<file path="src/hw/tof_hist_macros.svh">
`ifndef TOF_HIST_MACROS_SVH
`define TOF_HIST_MACROS_SVH

// bin index width, 16 bins per bank
`define TOF_BIN_W 4
`define TOF_BIN_NUM 16

// bin counter width, saturates at 15
`define TOF_CNT_W 4

// nested loop lengths
// inputs per pixel
`define TOF_DATA_NUM 4
// pixels per acquisition
`define TOF_PIXEL_NUM 2
// acquisitions per histogram
`define TOF_ACQ_NUM 3

// events in one complete histogram
`define TOF_HIST_EVENTS (`TOF_DATA_NUM * `TOF_PIXEL_NUM * `TOF_ACQ_NUM)

`endif

</file>
<file path="src/hw/tof_hist_pkg.sv">
`default_nettype none

package tof_hist_pkg;

    // builder FSM
    typedef enum logic [2:0] {
        RESET_ALL,
        INPUT_COUNT,
        MEM_WAIT,
        ACK_HOLD,
        SWAP_WAIT
    } hist_state_t;

    // readout FSM
    typedef enum logic [1:0] {
        RD_IDLE,
        RD_MEM,
        RD_OUT,
        RD_RELEASE
    } rd_state_t;

    // bin memory opcodes
    typedef enum logic [1:0] {
        MEM_IDLE,
        MEM_INC,
        MEM_READ_CLEAR
    } mem_op_t;

endpackage

`default_nettype wire

</file>
<file path="src/hw/bin_memory.sv">
`timescale 1ns/1ns
`default_nettype none
`include "tof_hist_macros.svh"

module bin_memory (
    input  wire                       clk,
    input  wire                       res,
    input  wire tof_hist_pkg::mem_op_t op,
    input  wire                       bank,
    input  wire [`TOF_BIN_W-1:0]      bin,
    output logic [`TOF_CNT_W-1:0]     rdata
);
    import tof_hist_pkg::*;

    // two banks of bin counters
    logic [`TOF_CNT_W-1:0] mem [0:1][0:`TOF_BIN_NUM-1];

    // one opcode per cycle
    always_ff @(posedge clk or negedge res) begin
        if (!res) begin
            // whole array cleared on reset
            for (int b = 0; b < 2; b++) begin
                for (int i = 0; i < `TOF_BIN_NUM; i++) begin
                    mem[b][i] <= '0;
                end
            end
        end else begin
            case (op)
                MEM_INC: begin
                    // hold at full scale
                    if (mem[bank][bin] != '1) begin
                        mem[bank][bin] <= mem[bank][bin] + 1'b1;
                    end
                end
                MEM_READ_CLEAR: mem[bank][bin] <= '0;
                default: ;
            endcase
        end
    end

    // old value captured on read-clear only, so it stays put across increments
    always_ff @(posedge clk) begin
        if (op == MEM_READ_CLEAR) begin
            rdata <= mem[bank][bin];
        end
    end

endmodule

`default_nettype wire

</file>
<file path="src/hw/bin_arbiter.sv">
`timescale 1ns/1ns
`default_nettype none
`include "tof_hist_macros.svh"

module bin_arbiter (
    input  wire                        clk,
    input  wire                        res,
    // builder client, implicit increment
    input  wire                        bld_req,
    input  wire                        bld_bank,
    input  wire [`TOF_BIN_W-1:0]       bld_bin,
    output logic                       bld_ack,
    // readout client, implicit read-clear
    input  wire                        rd_req,
    input  wire                        rd_bank,
    input  wire [`TOF_BIN_W-1:0]       rd_bin,
    output logic                       rd_ack,
    output logic [`TOF_CNT_W-1:0]      rd_count,
    // bin memory side
    output tof_hist_pkg::mem_op_t      mem_op,
    output logic                       mem_bank,
    output logic [`TOF_BIN_W-1:0]      mem_bin,
    input  wire [`TOF_CNT_W-1:0]       mem_rdata
);
    import tof_hist_pkg::*;

    // current owner of the memory
    logic gnt_bld;
    logic gnt_rd;
    logic gnt_free;

    assign gnt_free = !gnt_bld && !gnt_rd;

    // owner, opcode pulse and acks
    always_ff @(posedge clk or negedge res) begin
        if (!res) begin
            gnt_bld <= 1'b0;
            gnt_rd  <= 1'b0;
            mem_op  <= MEM_IDLE;
            bld_ack <= 1'b0;
            rd_ack  <= 1'b0;
        end else begin
            // opcode lasts a single cycle
            mem_op <= MEM_IDLE;
            if (gnt_free) begin
                // builder wins a tie
                if (bld_req) begin
                    gnt_bld <= 1'b1;
                    mem_op  <= MEM_INC;
                end else if (rd_req) begin
                    gnt_rd <= 1'b1;
                    mem_op <= MEM_READ_CLEAR;
                end
            end else if (gnt_bld) begin
                // ack the cycle after the op, drop it after req falls
                if (mem_op == MEM_INC) begin
                    bld_ack <= 1'b1;
                end else if (bld_ack && !bld_req) begin
                    bld_ack <= 1'b0;
                    gnt_bld <= 1'b0;
                end
            end else begin
                if (mem_op == MEM_READ_CLEAR) begin
                    rd_ack <= 1'b1;
                end else if (rd_ack && !rd_req) begin
                    rd_ack <= 1'b0;
                    gnt_rd <= 1'b0;
                end
            end
        end
    end

    // address latched together with the grant
    always_ff @(posedge clk) begin
        if (gnt_free) begin
            if (bld_req) begin
                mem_bank <= bld_bank;
                mem_bin  <= bld_bin;
            end else if (rd_req) begin
                mem_bank <= rd_bank;
                mem_bin  <= rd_bin;
            end
        end
    end

    // rdata only moves on a read-clear, none can happen while rd holds the grant
    assign rd_count = mem_rdata;

endmodule

`default_nettype wire

</file>
<file path="src/hw/his_builder.sv">
`timescale 1ns/1ns
`default_nettype none
`include "tof_hist_macros.svh"

module his_builder (
    input  wire                   clk,
    input  wire                   res,
    // event input
    input  wire                   ev_req,
    input  wire [`TOF_BIN_W-1:0]  ev_bin,
    output logic                  ev_ack,
    // arbiter client
    output logic                  bld_req,
    output logic                  bld_bank,
    output logic [`TOF_BIN_W-1:0] bld_bin,
    input  wire                   bld_ack,
    // bank control
    input  wire                   drain_busy,
    output logic                  hist_num,
    output logic                  drain_start
);
    import tof_hist_pkg::*;

    hist_state_t state;

    // nested loop counters
    logic [$clog2(`TOF_DATA_NUM)-1:0]  input_count;
    logic [$clog2(`TOF_PIXEL_NUM)-1:0] pixel_count;
    logic [$clog2(`TOF_ACQ_NUM)-1:0]   acq_count;

    logic input_last;
    logic pixel_last;
    logic acq_last;
    logic hist_last;
    logic ev_take;

    assign input_last = (input_count == `TOF_DATA_NUM - 1);
    assign pixel_last = (pixel_count == `TOF_PIXEL_NUM - 1);
    assign acq_last   = (acq_count == `TOF_ACQ_NUM - 1);
    // 24th event of the histogram
    assign hist_last  = input_last && pixel_last && acq_last;

    // new event, previous memory handshake fully closed
    assign ev_take = (state == INPUT_COUNT) && ev_req && !bld_ack;

    always_ff @(posedge clk or negedge res) begin
        if (!res) begin
            state       <= RESET_ALL;
            input_count <= '0;
            pixel_count <= '0;
            acq_count   <= '0;
            ev_ack      <= 1'b0;
            bld_req     <= 1'b0;
            hist_num    <= 1'b0;
            drain_start <= 1'b0;
        end else begin
            drain_start <= 1'b0;
            case (state)
                RESET_ALL: begin
                    input_count <= '0;
                    pixel_count <= '0;
                    acq_count   <= '0;
                    state       <= INPUT_COUNT;
                end
                INPUT_COUNT: begin
                    if (ev_take) begin
                        bld_req <= 1'b1;
                        state   <= MEM_WAIT;
                    end
                end
                MEM_WAIT: begin
                    // increment is in memory, hand the ack out
                    if (bld_ack) begin
                        bld_req <= 1'b0;
                        ev_ack  <= 1'b1;
                        state   <= ACK_HOLD;
                    end
                end
                ACK_HOLD: begin
                    if (!ev_req) begin
                        ev_ack <= 1'b0;
                        // advance with carry, wraps to zero on the last event
                        if (input_last) begin
                            input_count <= '0;
                            if (pixel_last) begin
                                pixel_count <= '0;
                                if (acq_last) begin
                                    acq_count <= '0;
                                end else begin
                                    acq_count <= acq_count + 1'b1;
                                end
                            end else begin
                                pixel_count <= pixel_count + 1'b1;
                            end
                        end else begin
                            input_count <= input_count + 1'b1;
                        end
                        if (hist_last && drain_busy) begin
                            // other bank still draining
                            state <= SWAP_WAIT;
                        end else if (hist_last) begin
                            hist_num    <= ~hist_num;
                            drain_start <= 1'b1;
                            state       <= INPUT_COUNT;
                        end else begin
                            state <= INPUT_COUNT;
                        end
                    end
                end
                SWAP_WAIT: begin
                    // no events taken until the swap
                    if (!drain_busy) begin
                        hist_num    <= ~hist_num;
                        drain_start <= 1'b1;
                        state       <= INPUT_COUNT;
                    end
                end
                default: state <= RESET_ALL;
            endcase
        end
    end

    // memory address taken with the event
    always_ff @(posedge clk) begin
        if (ev_take) begin
            bld_bank <= hist_num;
            bld_bin  <= ev_bin;
        end
    end

endmodule

`default_nettype wire

</file>
<file path="src/hw/his_readout.sv">
`timescale 1ns/1ns
`default_nettype none
`include "tof_hist_macros.svh"

module his_readout (
    input  wire                   clk,
    input  wire                   res,
    // bank control
    input  wire                   drain_start,
    input  wire                   hist_num,
    // arbiter client
    output logic                  rd_req,
    output logic                  rd_bank,
    output logic [`TOF_BIN_W-1:0] rd_bin,
    input  wire                   rd_ack,
    input  wire [`TOF_CNT_W-1:0]  rd_count,
    output logic                  drain_busy,
    // bin output
    output logic                  out_req,
    output logic [`TOF_BIN_W-1:0] out_bin,
    output logic [`TOF_CNT_W-1:0] out_count,
    output logic                  out_last,
    input  wire                   out_ack
);
    import tof_hist_pkg::*;

    rd_state_t state;

    always_ff @(posedge clk or negedge res) begin
        if (!res) begin
            state      <= RD_IDLE;
            rd_req     <= 1'b0;
            rd_bin     <= '0;
            drain_busy <= 1'b0;
            out_req    <= 1'b0;
        end else begin
            case (state)
                RD_IDLE: begin
                    // start at bin 0 of the finished bank
                    if (drain_start) begin
                        rd_bin     <= '0;
                        rd_req     <= 1'b1;
                        drain_busy <= 1'b1;
                        state      <= RD_MEM;
                    end
                end
                RD_MEM: begin
                    // read-clear done, present the bin
                    if (rd_ack) begin
                        rd_req  <= 1'b0;
                        out_req <= 1'b1;
                        state   <= RD_OUT;
                    end
                end
                RD_OUT: begin
                    // stalls here while the sink holds off
                    if (out_ack) begin
                        out_req <= 1'b0;
                        state   <= RD_RELEASE;
                    end
                end
                RD_RELEASE: begin
                    // both handshakes must be back to idle
                    if (!out_ack && !rd_ack) begin
                        if (rd_bin == `TOF_BIN_NUM - 1) begin
                            drain_busy <= 1'b0;
                            state      <= RD_IDLE;
                        end else begin
                            rd_bin <= rd_bin + 1'b1;
                            rd_req <= 1'b1;
                            state  <= RD_MEM;
                        end
                    end
                end
                default: state <= RD_IDLE;
            endcase
        end
    end

    // drained bank is the one no longer being filled
    always_ff @(posedge clk) begin
        if (state == RD_IDLE && drain_start) begin
            rd_bank <= ~hist_num;
        end
    end

    // output data held while out_req is high
    always_ff @(posedge clk) begin
        if (state == RD_MEM && rd_ack) begin
            out_bin   <= rd_bin;
            out_count <= rd_count;
            out_last  <= (rd_bin == `TOF_BIN_NUM - 1);
        end
    end

endmodule

`default_nettype wire

</file>
<file path="src/hw/tof_hist_top.sv">
`timescale 1ns/1ns
`default_nettype none
`include "tof_hist_macros.svh"

module tof_hist_top (
    input  wire                   clk,
    input  wire                   res,
    input  wire                   ev_req,
    input  wire [`TOF_BIN_W-1:0]  ev_bin,
    output wire                   ev_ack,
    output wire                   out_req,
    output wire [`TOF_BIN_W-1:0]  out_bin,
    output wire [`TOF_CNT_W-1:0]  out_count,
    output wire                   out_last,
    input  wire                   out_ack,
    output wire                   hist_num
);
    // builder to arbiter
    wire                  bld_req;
    wire                  bld_bank;
    wire [`TOF_BIN_W-1:0] bld_bin;
    wire                  bld_ack;
    // readout to arbiter
    wire                  rd_req;
    wire                  rd_bank;
    wire [`TOF_BIN_W-1:0] rd_bin;
    wire                  rd_ack;
    wire [`TOF_CNT_W-1:0] rd_count;
    // arbiter to memory
    wire tof_hist_pkg::mem_op_t mem_op;
    wire                  mem_bank;
    wire [`TOF_BIN_W-1:0] mem_bin;
    wire [`TOF_CNT_W-1:0] mem_rdata;
    // bank control
    wire                  drain_start;
    wire                  drain_busy;

    his_builder u_builder (
        .clk(clk), .res(res),
        .ev_req(ev_req), .ev_bin(ev_bin), .ev_ack(ev_ack),
        .bld_req(bld_req), .bld_bank(bld_bank), .bld_bin(bld_bin), .bld_ack(bld_ack),
        .drain_busy(drain_busy), .hist_num(hist_num), .drain_start(drain_start)
    );

    his_readout u_readout (
        .clk(clk), .res(res),
        .drain_start(drain_start), .hist_num(hist_num),
        .rd_req(rd_req), .rd_bank(rd_bank), .rd_bin(rd_bin),
        .rd_ack(rd_ack), .rd_count(rd_count), .drain_busy(drain_busy),
        .out_req(out_req), .out_bin(out_bin), .out_count(out_count),
        .out_last(out_last), .out_ack(out_ack)
    );

    bin_arbiter u_arbiter (
        .clk(clk), .res(res),
        .bld_req(bld_req), .bld_bank(bld_bank), .bld_bin(bld_bin), .bld_ack(bld_ack),
        .rd_req(rd_req), .rd_bank(rd_bank), .rd_bin(rd_bin),
        .rd_ack(rd_ack), .rd_count(rd_count),
        .mem_op(mem_op), .mem_bank(mem_bank), .mem_bin(mem_bin), .mem_rdata(mem_rdata)
    );

    bin_memory u_memory (
        .clk(clk), .res(res),
        .op(mem_op), .bank(mem_bank), .bin(mem_bin), .rdata(mem_rdata)
    );

endmodule

`default_nettype wire

</file>
<file path="config.mk">
export PLATFORM = sky130hd
export DESIGN_NAME = tof_hist_top
export DESIGN_NICKNAME = d
export VERILOG_FILES = /design/src/hw/tof_hist_pkg.sv /design/src/hw/bin_memory.sv /design/src/hw/bin_arbiter.sv /design/src/hw/his_builder.sv /design/src/hw/his_readout.sv /design/src/hw/tof_hist_top.sv
export VERILOG_INCLUDE_DIRS = /design/src /design/src/hw
export SDC_FILE = /design/constraint.sdc
export NUM_CORES = 1
export LEC_CHECK = 0
export ABC_AREA = 1
export BUFFER_PORTS_ARGS = -buffer_cell sky130_fd_sc_hd__buf_2
export CAP_MARGIN = 15
export CORE_MARGIN = 2
export CORE_UTILIZATION = 57
export CTS_BUF_LIST = sky130_fd_sc_hd__clkbuf_8
export CTS_CLUSTER_DIAMETER = 60
export DETAILED_ROUTE_END_ITERATION = 12
export GPL_ROUTABILITY_DRIVEN = 0
export GPL_TIMING_DRIVEN = 0
export HOLD_SLACK_MARGIN = 0.08
export PLACE_DENSITY = 0.74
export SYNTH_ARGS = -nofsm -noshare
export SYNTH_HDL_FRONTEND = slang
export SYNTH_SLANG_ARGS = --single-unit
</file>
<file path="constraint.sdc">
create_clock -name clk -period 2.9 [get_ports clk]
set_input_delay 0.58 -clock clk [delete_from_list [all_inputs] [get_ports clk]]
set_output_delay 0.58 -clock clk [all_outputs]
set_load 0.02 [all_outputs]
</file>
=== After elaboration in Yosys (flattened, before gate mapping) ===
Cells that the tools add are included.

* Add/sub/neg operators: 5
* Reduce and logical (&&, ||, !) cells: 51
* Muxes and demuxes: 89
* Bitwise logic cells: 7
* Order comparisons: 4
* Equality and inequality tests: 33

{| class="wikitable"
|+ Operator list
! kind !! number
|-
| 64-bit two-way mux || 4
|-
| 128-bit case mux with 2 select lines || 1
|-
| 128-bit AND || 1
|-
| 128-bit bitwise mux || 1
|-
| 128-bit two-way mux || 1
|-
| 128-bit NOT || 1
|-
| 64-bit demux with 1-bit select || 1
|-
| 1-bit two-way mux || 40
|-
| 4-bit two-way mux || 8
|-
| 2-bit two-way mux || 13
|-
| 2-bit nonzero test || 11
|-
| 2-bit by 1-bit inequality test with 1-bit output, second input constant || 10
|-
| 2-bit inequality test, second input constant || 10
|-
| 4-bit AND reduction || 5
|-
| 3-bit AND reduction || 6
|-
| 4-bit binary-select mux with 4-bit select || 1
|-
| 4-bit demux with 4-bit select || 1
|-
| 3-bit two-way mux || 5
|-
| 3-bit case mux with 5 select lines || 1
|-
| 5-bit AND reduction || 3
|-
| 1-bit case mux with 2 select lines || 7
|-
| 1-bit logical AND || 13
|-
| 2-bit == test, second input constant || 5
|-
| 4-bit by 1-bit adder with 4-bit output, second input constant || 2
|-
| 24 further kinds || 38
|}

* Logic and storage cells: 248
* Input bits: 8
* Output and inout bits: 12
* Register bits: 179

=== Depth between registers and ports, before layout ===
* Depth in word-level cells: 11
* Mapped depth: 19
* Depth with buffers taken out: 16

=== Modules after synthesis ===
Synthesis repeated with hierarchy kept, for this count alone.

* Cell total of the unflattened synthesis: 1255
* Area total of the unflattened synthesis: 9600.5 µm²

{| class="wikitable"
|+ By module, submodules not included
! module !! seq. area each (µm²) !! area each (µm²) !! cells an instance !! times used
|-
| bin_memory || 3323.2 || 7282.0 || 1001 || 1
|-
| his_readout || 525.5 || 958.4 || 97 || 1
|-
| his_builder || 450.4 || 839.6 || 97 || 1
|-
| bin_arbiter || 300.3 || 520.5 || 60 || 1
|}

=== Least setup slack after synthesis ===
Ideal clock, no wire load.

* Path kind: register -> register
* Start: reg u_arbiter.mem_bank
* End: reg u_memory.mem[53] (netlist bit)
* Data arrival time: 2206 ps
* Setup slack: 577 ps
* Required time: 2783 ps
* Period minus slack after synthesis: 2323 ps
* Stages on the path, launching flop included: 16
* Buffers on the path: 3
* Library setup time: 117 ps
* Path through: edfxtp_1 -> buf_6 -> buf_6 -> or2_1 -> nand3_1 -> nand2_1 -> nor2_1 -> nor2_1 -> nor2_1 -> nand2_2 -> ha_1 -> nand2_1 -> clkbuf_1 -> o21ai_0 -> nor2_1 -> nor2_1

* Cells in the longest elaborated chain, start to end: 11
* Elaborated cells on any way between the ends: 21
* Those cells by class: add/sub: 1; order compare: 2; eq/ne: 2; mux: 11; bitwise: 3; reduce/logical: 2

{| class="wikitable"
|+ RTL lines
! item !! RTL line !! RTL
|-
| from (decl) || bin_arbiter.sv:21 || <nowiki>output logic mem_bank,</nowiki>
|-
| from (signal assigned) || bin_arbiter.sv:77 || <nowiki>mem_bank <= bld_bank;</nowiki>
|-
| from (signal assigned) || bin_arbiter.sv:80 || <nowiki>mem_bank <= rd_bank;</nowiki>
|-
| 1-bit NOT with 2-bit output (not written as such) * || bin_memory.sv:31, bin_memory.sv:32, bin_memory.sv:35 ||
|-
| 64-bit two-way mux (not written as such) (3 in a row) || bin_memory.sv:31, bin_memory.sv:32 ||
|-
| 4-bit binary-select mux with 4-bit select || bin_memory.sv:31, bin_memory.sv:32 ||
|-
| 4-bit two-way mux (not written as such) (2 in a row) || bin_memory.sv:31, bin_memory.sv:32 ||
|-
| 4-bit by 1-bit adder with 4-bit output || bin_memory.sv:32 || <nowiki>mem[bank][bin] <= mem[bank][bin] + 1'b1;</nowiki>
|-
| 128-bit bitwise mux || bin_memory.sv:32 ||
|-
| 128-bit two-way mux || bin_memory.sv:31 || <nowiki>if (mem[bank][bin] != '1) begin</nowiki>
|-
| 128-bit case mux with 2 select lines || bin_memory.sv:28 || <nowiki>case (op)</nowiki>
|-
| to (signal, indexed assignment) || bin_memory.sv:32 ||
|-
| to (decl) || bin_memory.sv:16 || <nowiki>logic [`TOF_CNT_W-1:0] mem [0:1][0:`TOF_BIN_NUM-1];</nowiki>
|}

Mark *: on every way between the ends. The rest lies on a longest branch, timed or not. The select of a mux whose other input is x is not followed.
A chain may end at the register's enable or synchronous reset.

=== Worst setup path after layout ===
* Start: reg u_arbiter.mem_bin[1]
* End: reg u_memory.mem[36] (netlist bit)

* Cells in the longest elaborated chain, start to end: 10
* Elaborated cells on any way between the ends: 20
* Those cells by class: add/sub: 1; order compare: 2; eq/ne: 2; mux: 10; bitwise: 3; reduce/logical: 2

{| class="wikitable"
|+ RTL lines
! item !! RTL line !! RTL
|-
| from (decl) || bin_arbiter.sv:22 || <nowiki>output logic [`TOF_BIN_W-1:0] mem_bin,</nowiki>
|-
| from (signal assigned) || bin_arbiter.sv:78 || <nowiki>mem_bin <= bld_bin;</nowiki>
|-
| from (signal assigned) || bin_arbiter.sv:81 || <nowiki>mem_bin <= rd_bin;</nowiki>
|-
| 4-bit NOT with 5-bit output (not written as such) * || bin_memory.sv:31, bin_memory.sv:32, bin_memory.sv:35 ||
|-
| parallel branches: the longest is 9 deep, another holds 4-bit by 1-bit adder with 4-bit output || -- ||
|}

Mark *: on every way between the ends. The select of a mux whose other input is x is not followed.

==> summary.md <==
| Metric | Value |
|---|---|
| Status | finished clean |
| FFs w/ async S/R, synth | 86.59% |
| DR WL/cell | 18.80 um |
| # hold bufs at CTS | 0 |
| FF-to-FF setup slack | 0.04 ns |
| Final max-slew violation count | 0 |
| Post-synth EDFFs | 24 |
| Total grt overflow | 0 |
| Top FF cell, synth | dfrtp_1 |
| CTS tree | yes |
| CP endpoint kind | flop |
| Buffers on Ports | 19 |
| Place WS | -0.6271 ns |
| Period utilisation layout | 98.53% |
| Fillcell total | 1429 |
| Final std cells w/o fill | 1525 |
| Crit-path cells | buf_4, nor2_4, buf_4, nand3_1, nand2_1, nor2_1, nor2_1, nor2_1, nand2_2, inv_2, nand2_1, clkbuf_1, o21ai_0 |
| Final hold vios | 0 |
| Syn_nets | 1258 |
| Max cap viols | 0 |
| Initial antenna violation count | 0 |
| Cell Area, Synth | 0.009409 mm^2 |
| DR vias/cell | 5.661 |
| CORE AREA | 0.01600 mm^2 |
| Syn Inst Count | 1242 |
| Die Y-Extent | 132.5 um |
| Synth cell types | 45 |
| CTS H-Tree Depth | 4 |
| First-pass GRT wire length | 44590 um |
| Clock Path Buffers | 2 |
| Final Util | 65.46% |
| Iteration-0 DRC Markers | 1165 |
| Final Worst Setup Slack | 0.04251 ns |
| Full die area | 0.01755 mm^2 |
| Worst path max stage delay | 0.69 ns |
| Sequential-to-total area share from yosys stat | 48.88% |
| CP Class | flop to flop |
| Worst Path Arrival | 3.20 ns |
| CTS Sinks | 179 |
| Design Area, Final | 0.01047 mm^2 |
| Tmin final | 2.857 ns |
| Worst-path clk slew | 0.10 ns |
| Leakage Power | 4.988 nW |
| WP data required | 3.24 ns |
| Synth-to-layout area growth | 11.32% |
| Worst Path Buf+Inv | 4 |
| FP Rows | 46 |
| Cell Pwr Density | 1258 mW/mm^2 |
| Layout cells sized above 1 | 11.92% |
| Syn avg cell area | 7.576 um^2 |
| CTS root buffer | clkbuf_8 |
| Synth Warn # | 0 |
| Hold Crit Class | input port to asynchronous set/reset pin |
| Fmax | 350.0 MHz |
| DIE WIDTH | 132.5 um |
| Setup TNS Final | 0 ns |
| Post-synthesis sequential element count | 179 |
| Effective utilization at floorplan | 58.81% |
| Slew @ Worst Pin | 0.9946 ns |
| Inserted Clock Buffers | 17 |
| Drt drc | 0 |
| Vias in the first global route | 8361 |
| N_diodes | 0 |
| CP top delay family | buffers and inverters |
| Io pins | 20 |
| Nets | 1312 |
| Hold_ws | 0.08810 ns |
| Headroom to the max-slew limit | 33.70% |
| Placed cell area | 0.009808 mm^2 |
| Total Power | 13.17 mW |
| Final setup fails | 0 |
| Largest fanout on the critical path | 10 |
| Total Routing Usage GR | 33.60% |
| DP HPWL | 19260 um |
| Post-route ant nets | 0 |
| Later-pin clock latency in the skew report | 0.49 ns |
| Post-route clock skew | 0.01510 ns |
| Nature of the critical path startpoint | flop |
| RSZ-0062 raised after global routing | true |
| Critical path's slowest cell | clkbuf_1 |
| Placed Cells | 1478 |
| Largest net degree at the start of global routing | 88 |
| Max VDD drop | 695.7 uV |
| Crit-path most repeated cell | nor2_1 |
| TritonRoute pass-1 iters | 8 |
| Vias | 8633 |
| Post-Route WL | 28670 um |
[flip-flops by register name, summed over array words and instances (netlist names), 2 cells and up]
signal and count:
u_memory.mem 128, u_readout.state 2, u_builder.state 3, u_builder.acq_count 2, u_builder.bld_bin 4, u_arbiter.mem_op 2
u_readout.rd_bin 4, u_arbiter.mem_bin 4, u_builder.input_count 2, u_memory.rdata 4, u_readout.out_bin 4, u_readout.out_count 4
[final cells by class]
cell class	instances	area (um^2)	share of cell area (%)
clock buffers	18	247.7	2.365
well taps	216	270.3	2.580
flip-flops and latches	179	4599	43.91
clock inverters	14	140.1	1.338
repair buffers	35	259.0	2.473
plain buffers	52	427.9	4.086
multi-input cells	834	3857	36.83
inverters	177	671.9	6.415
[path summary, 6_finish.rpt]
| path | startpoint | end | cells past startpoint |
|---|---|---|---|
| max in group asynchronous | res | u_memory.mem[127]$_DFFE_PN0P_ | 2 |
| worst max register to register | u_arbiter.mem_bin[1]$_DFFE_PP_ | u_memory.mem[36]$_DFFE_PN0P_ | 13 |
| worst max-delay path | u_arbiter.mem_bin[1]$_DFFE_PP_ | u_memory.mem[36]$_DFFE_PN0P_ | 13 |
| worst min register to register | u_memory.rdata[1]$_DFFE_PP_ | u_readout.out_count[1]$_DFFE_PP_ | 0 |
| min in group clk | ev_bin[1] | u_builder.bld_bin[1]$_DFFE_PP_ | 1 |
| worst min-delay path | res | u_memory.mem[46]$_DFFE_PN0P_ | 1 |
[metal layers]
| metal | vias to the layer above | wire (um) | GRT usage, % |
|---|---|---|---|
| met5 | - | 0 | 0 |
| met4 | 0 | 1685 | 18.94 |
| met3 | 132 | 3448 | 10.50 |
| met2 | 499 | 12180 | 48.93 |
| met1 | 3969 | 11350 | 44.65 |
| li1 | 4033 | - | - |
[worst reg2reg max path: cells and delay by family, from the launching register on]
family / cells / cell delay, ns
AO/OA/AOI/OAI: 1 / 0.20
AND/OR/NAND/NOR: 8 / 0.97
flip-flops: 1 / 0.44
buffers and inverters: 4 / 1.11
[synth_stat cells, types with 2 or more instances]
library cell / count / area, um^2
nand3_2: 2 / 20.02
buf_2: 12 / 60.06
nor4_1: 4 / 25.02
o21ai_2: 20 / 175.2
nor2_1: 82 / 307.8
nor2_2: 2 / 12.51
buf_6: 10 / 112.6
a21oi_1: 13 / 65.06
nor3_1: 35 / 175.2
xor2_1: 2 / 17.52
or2_1: 2 / 12.51
o22ai_1: 2 / 12.51
nand3_1: 70 / 350.3
clkbuf_1: 18 / 67.56
buf_4: 10 / 75.07
inv_2: 8 / 30.03
or2_2: 3 / 18.77
nand2_1: 397 / 1490
nand2_2: 7 / 43.79
nor2_4: 2 / 22.52
dfrtp_1: 155 / 3879
nand4_1: 2 / 12.51
o21ai_0: 50 / 250.2
or2_0: 3 / 18.77
ha_1: 8 / 100.1
nand3b_1: 2 / 15.01
o21ai_1: 113 / 565.5
edfxtp_1: 24 / 720.7
o21bai_1: 2 / 15.01
inv_1: 167 / 626.9
[repair_timing]
item                                    in CTS  in global routing
pin swaps                                    3                  4
gates resized for setup                     14                 40
cloned                                       0                  1
buffers inserted                             9                  5
endpoints found under the setup margin     128                127
[kinds of logic after synthesis]
logic type / share of synthesized area (%)
adder cells (fa/ha/maj): 1.064
AND/OR/NAND/NOR: 27.03
XOR/XNOR: 0.1862
flip-flops: 48.88
buffers and inverters: 10.53
AO/OA/AOI/OAI: 12.30
[cells in the final DEF (no fill, tap or decap), types with 24 or more instances in the layout]
cell / n
nand3_1: 70
dfrtp_1: 155
o21ai_1: 114
nor2_1: 79
nand2_1: 393
edfxtp_1: 24
inv_1: 169
o21ai_0: 49
nor3_1: 35
buf_2: 26
[where the power goes]
group | internal (mW) | switching (mW)
Combinational | 2.13 | 5.26
Clock | 0.782 | 0.942
Sequential | 3.53 | 0.537
Total | 6.44 | 6.74
No activity file was read; power rests on OpenSTA's default activity.
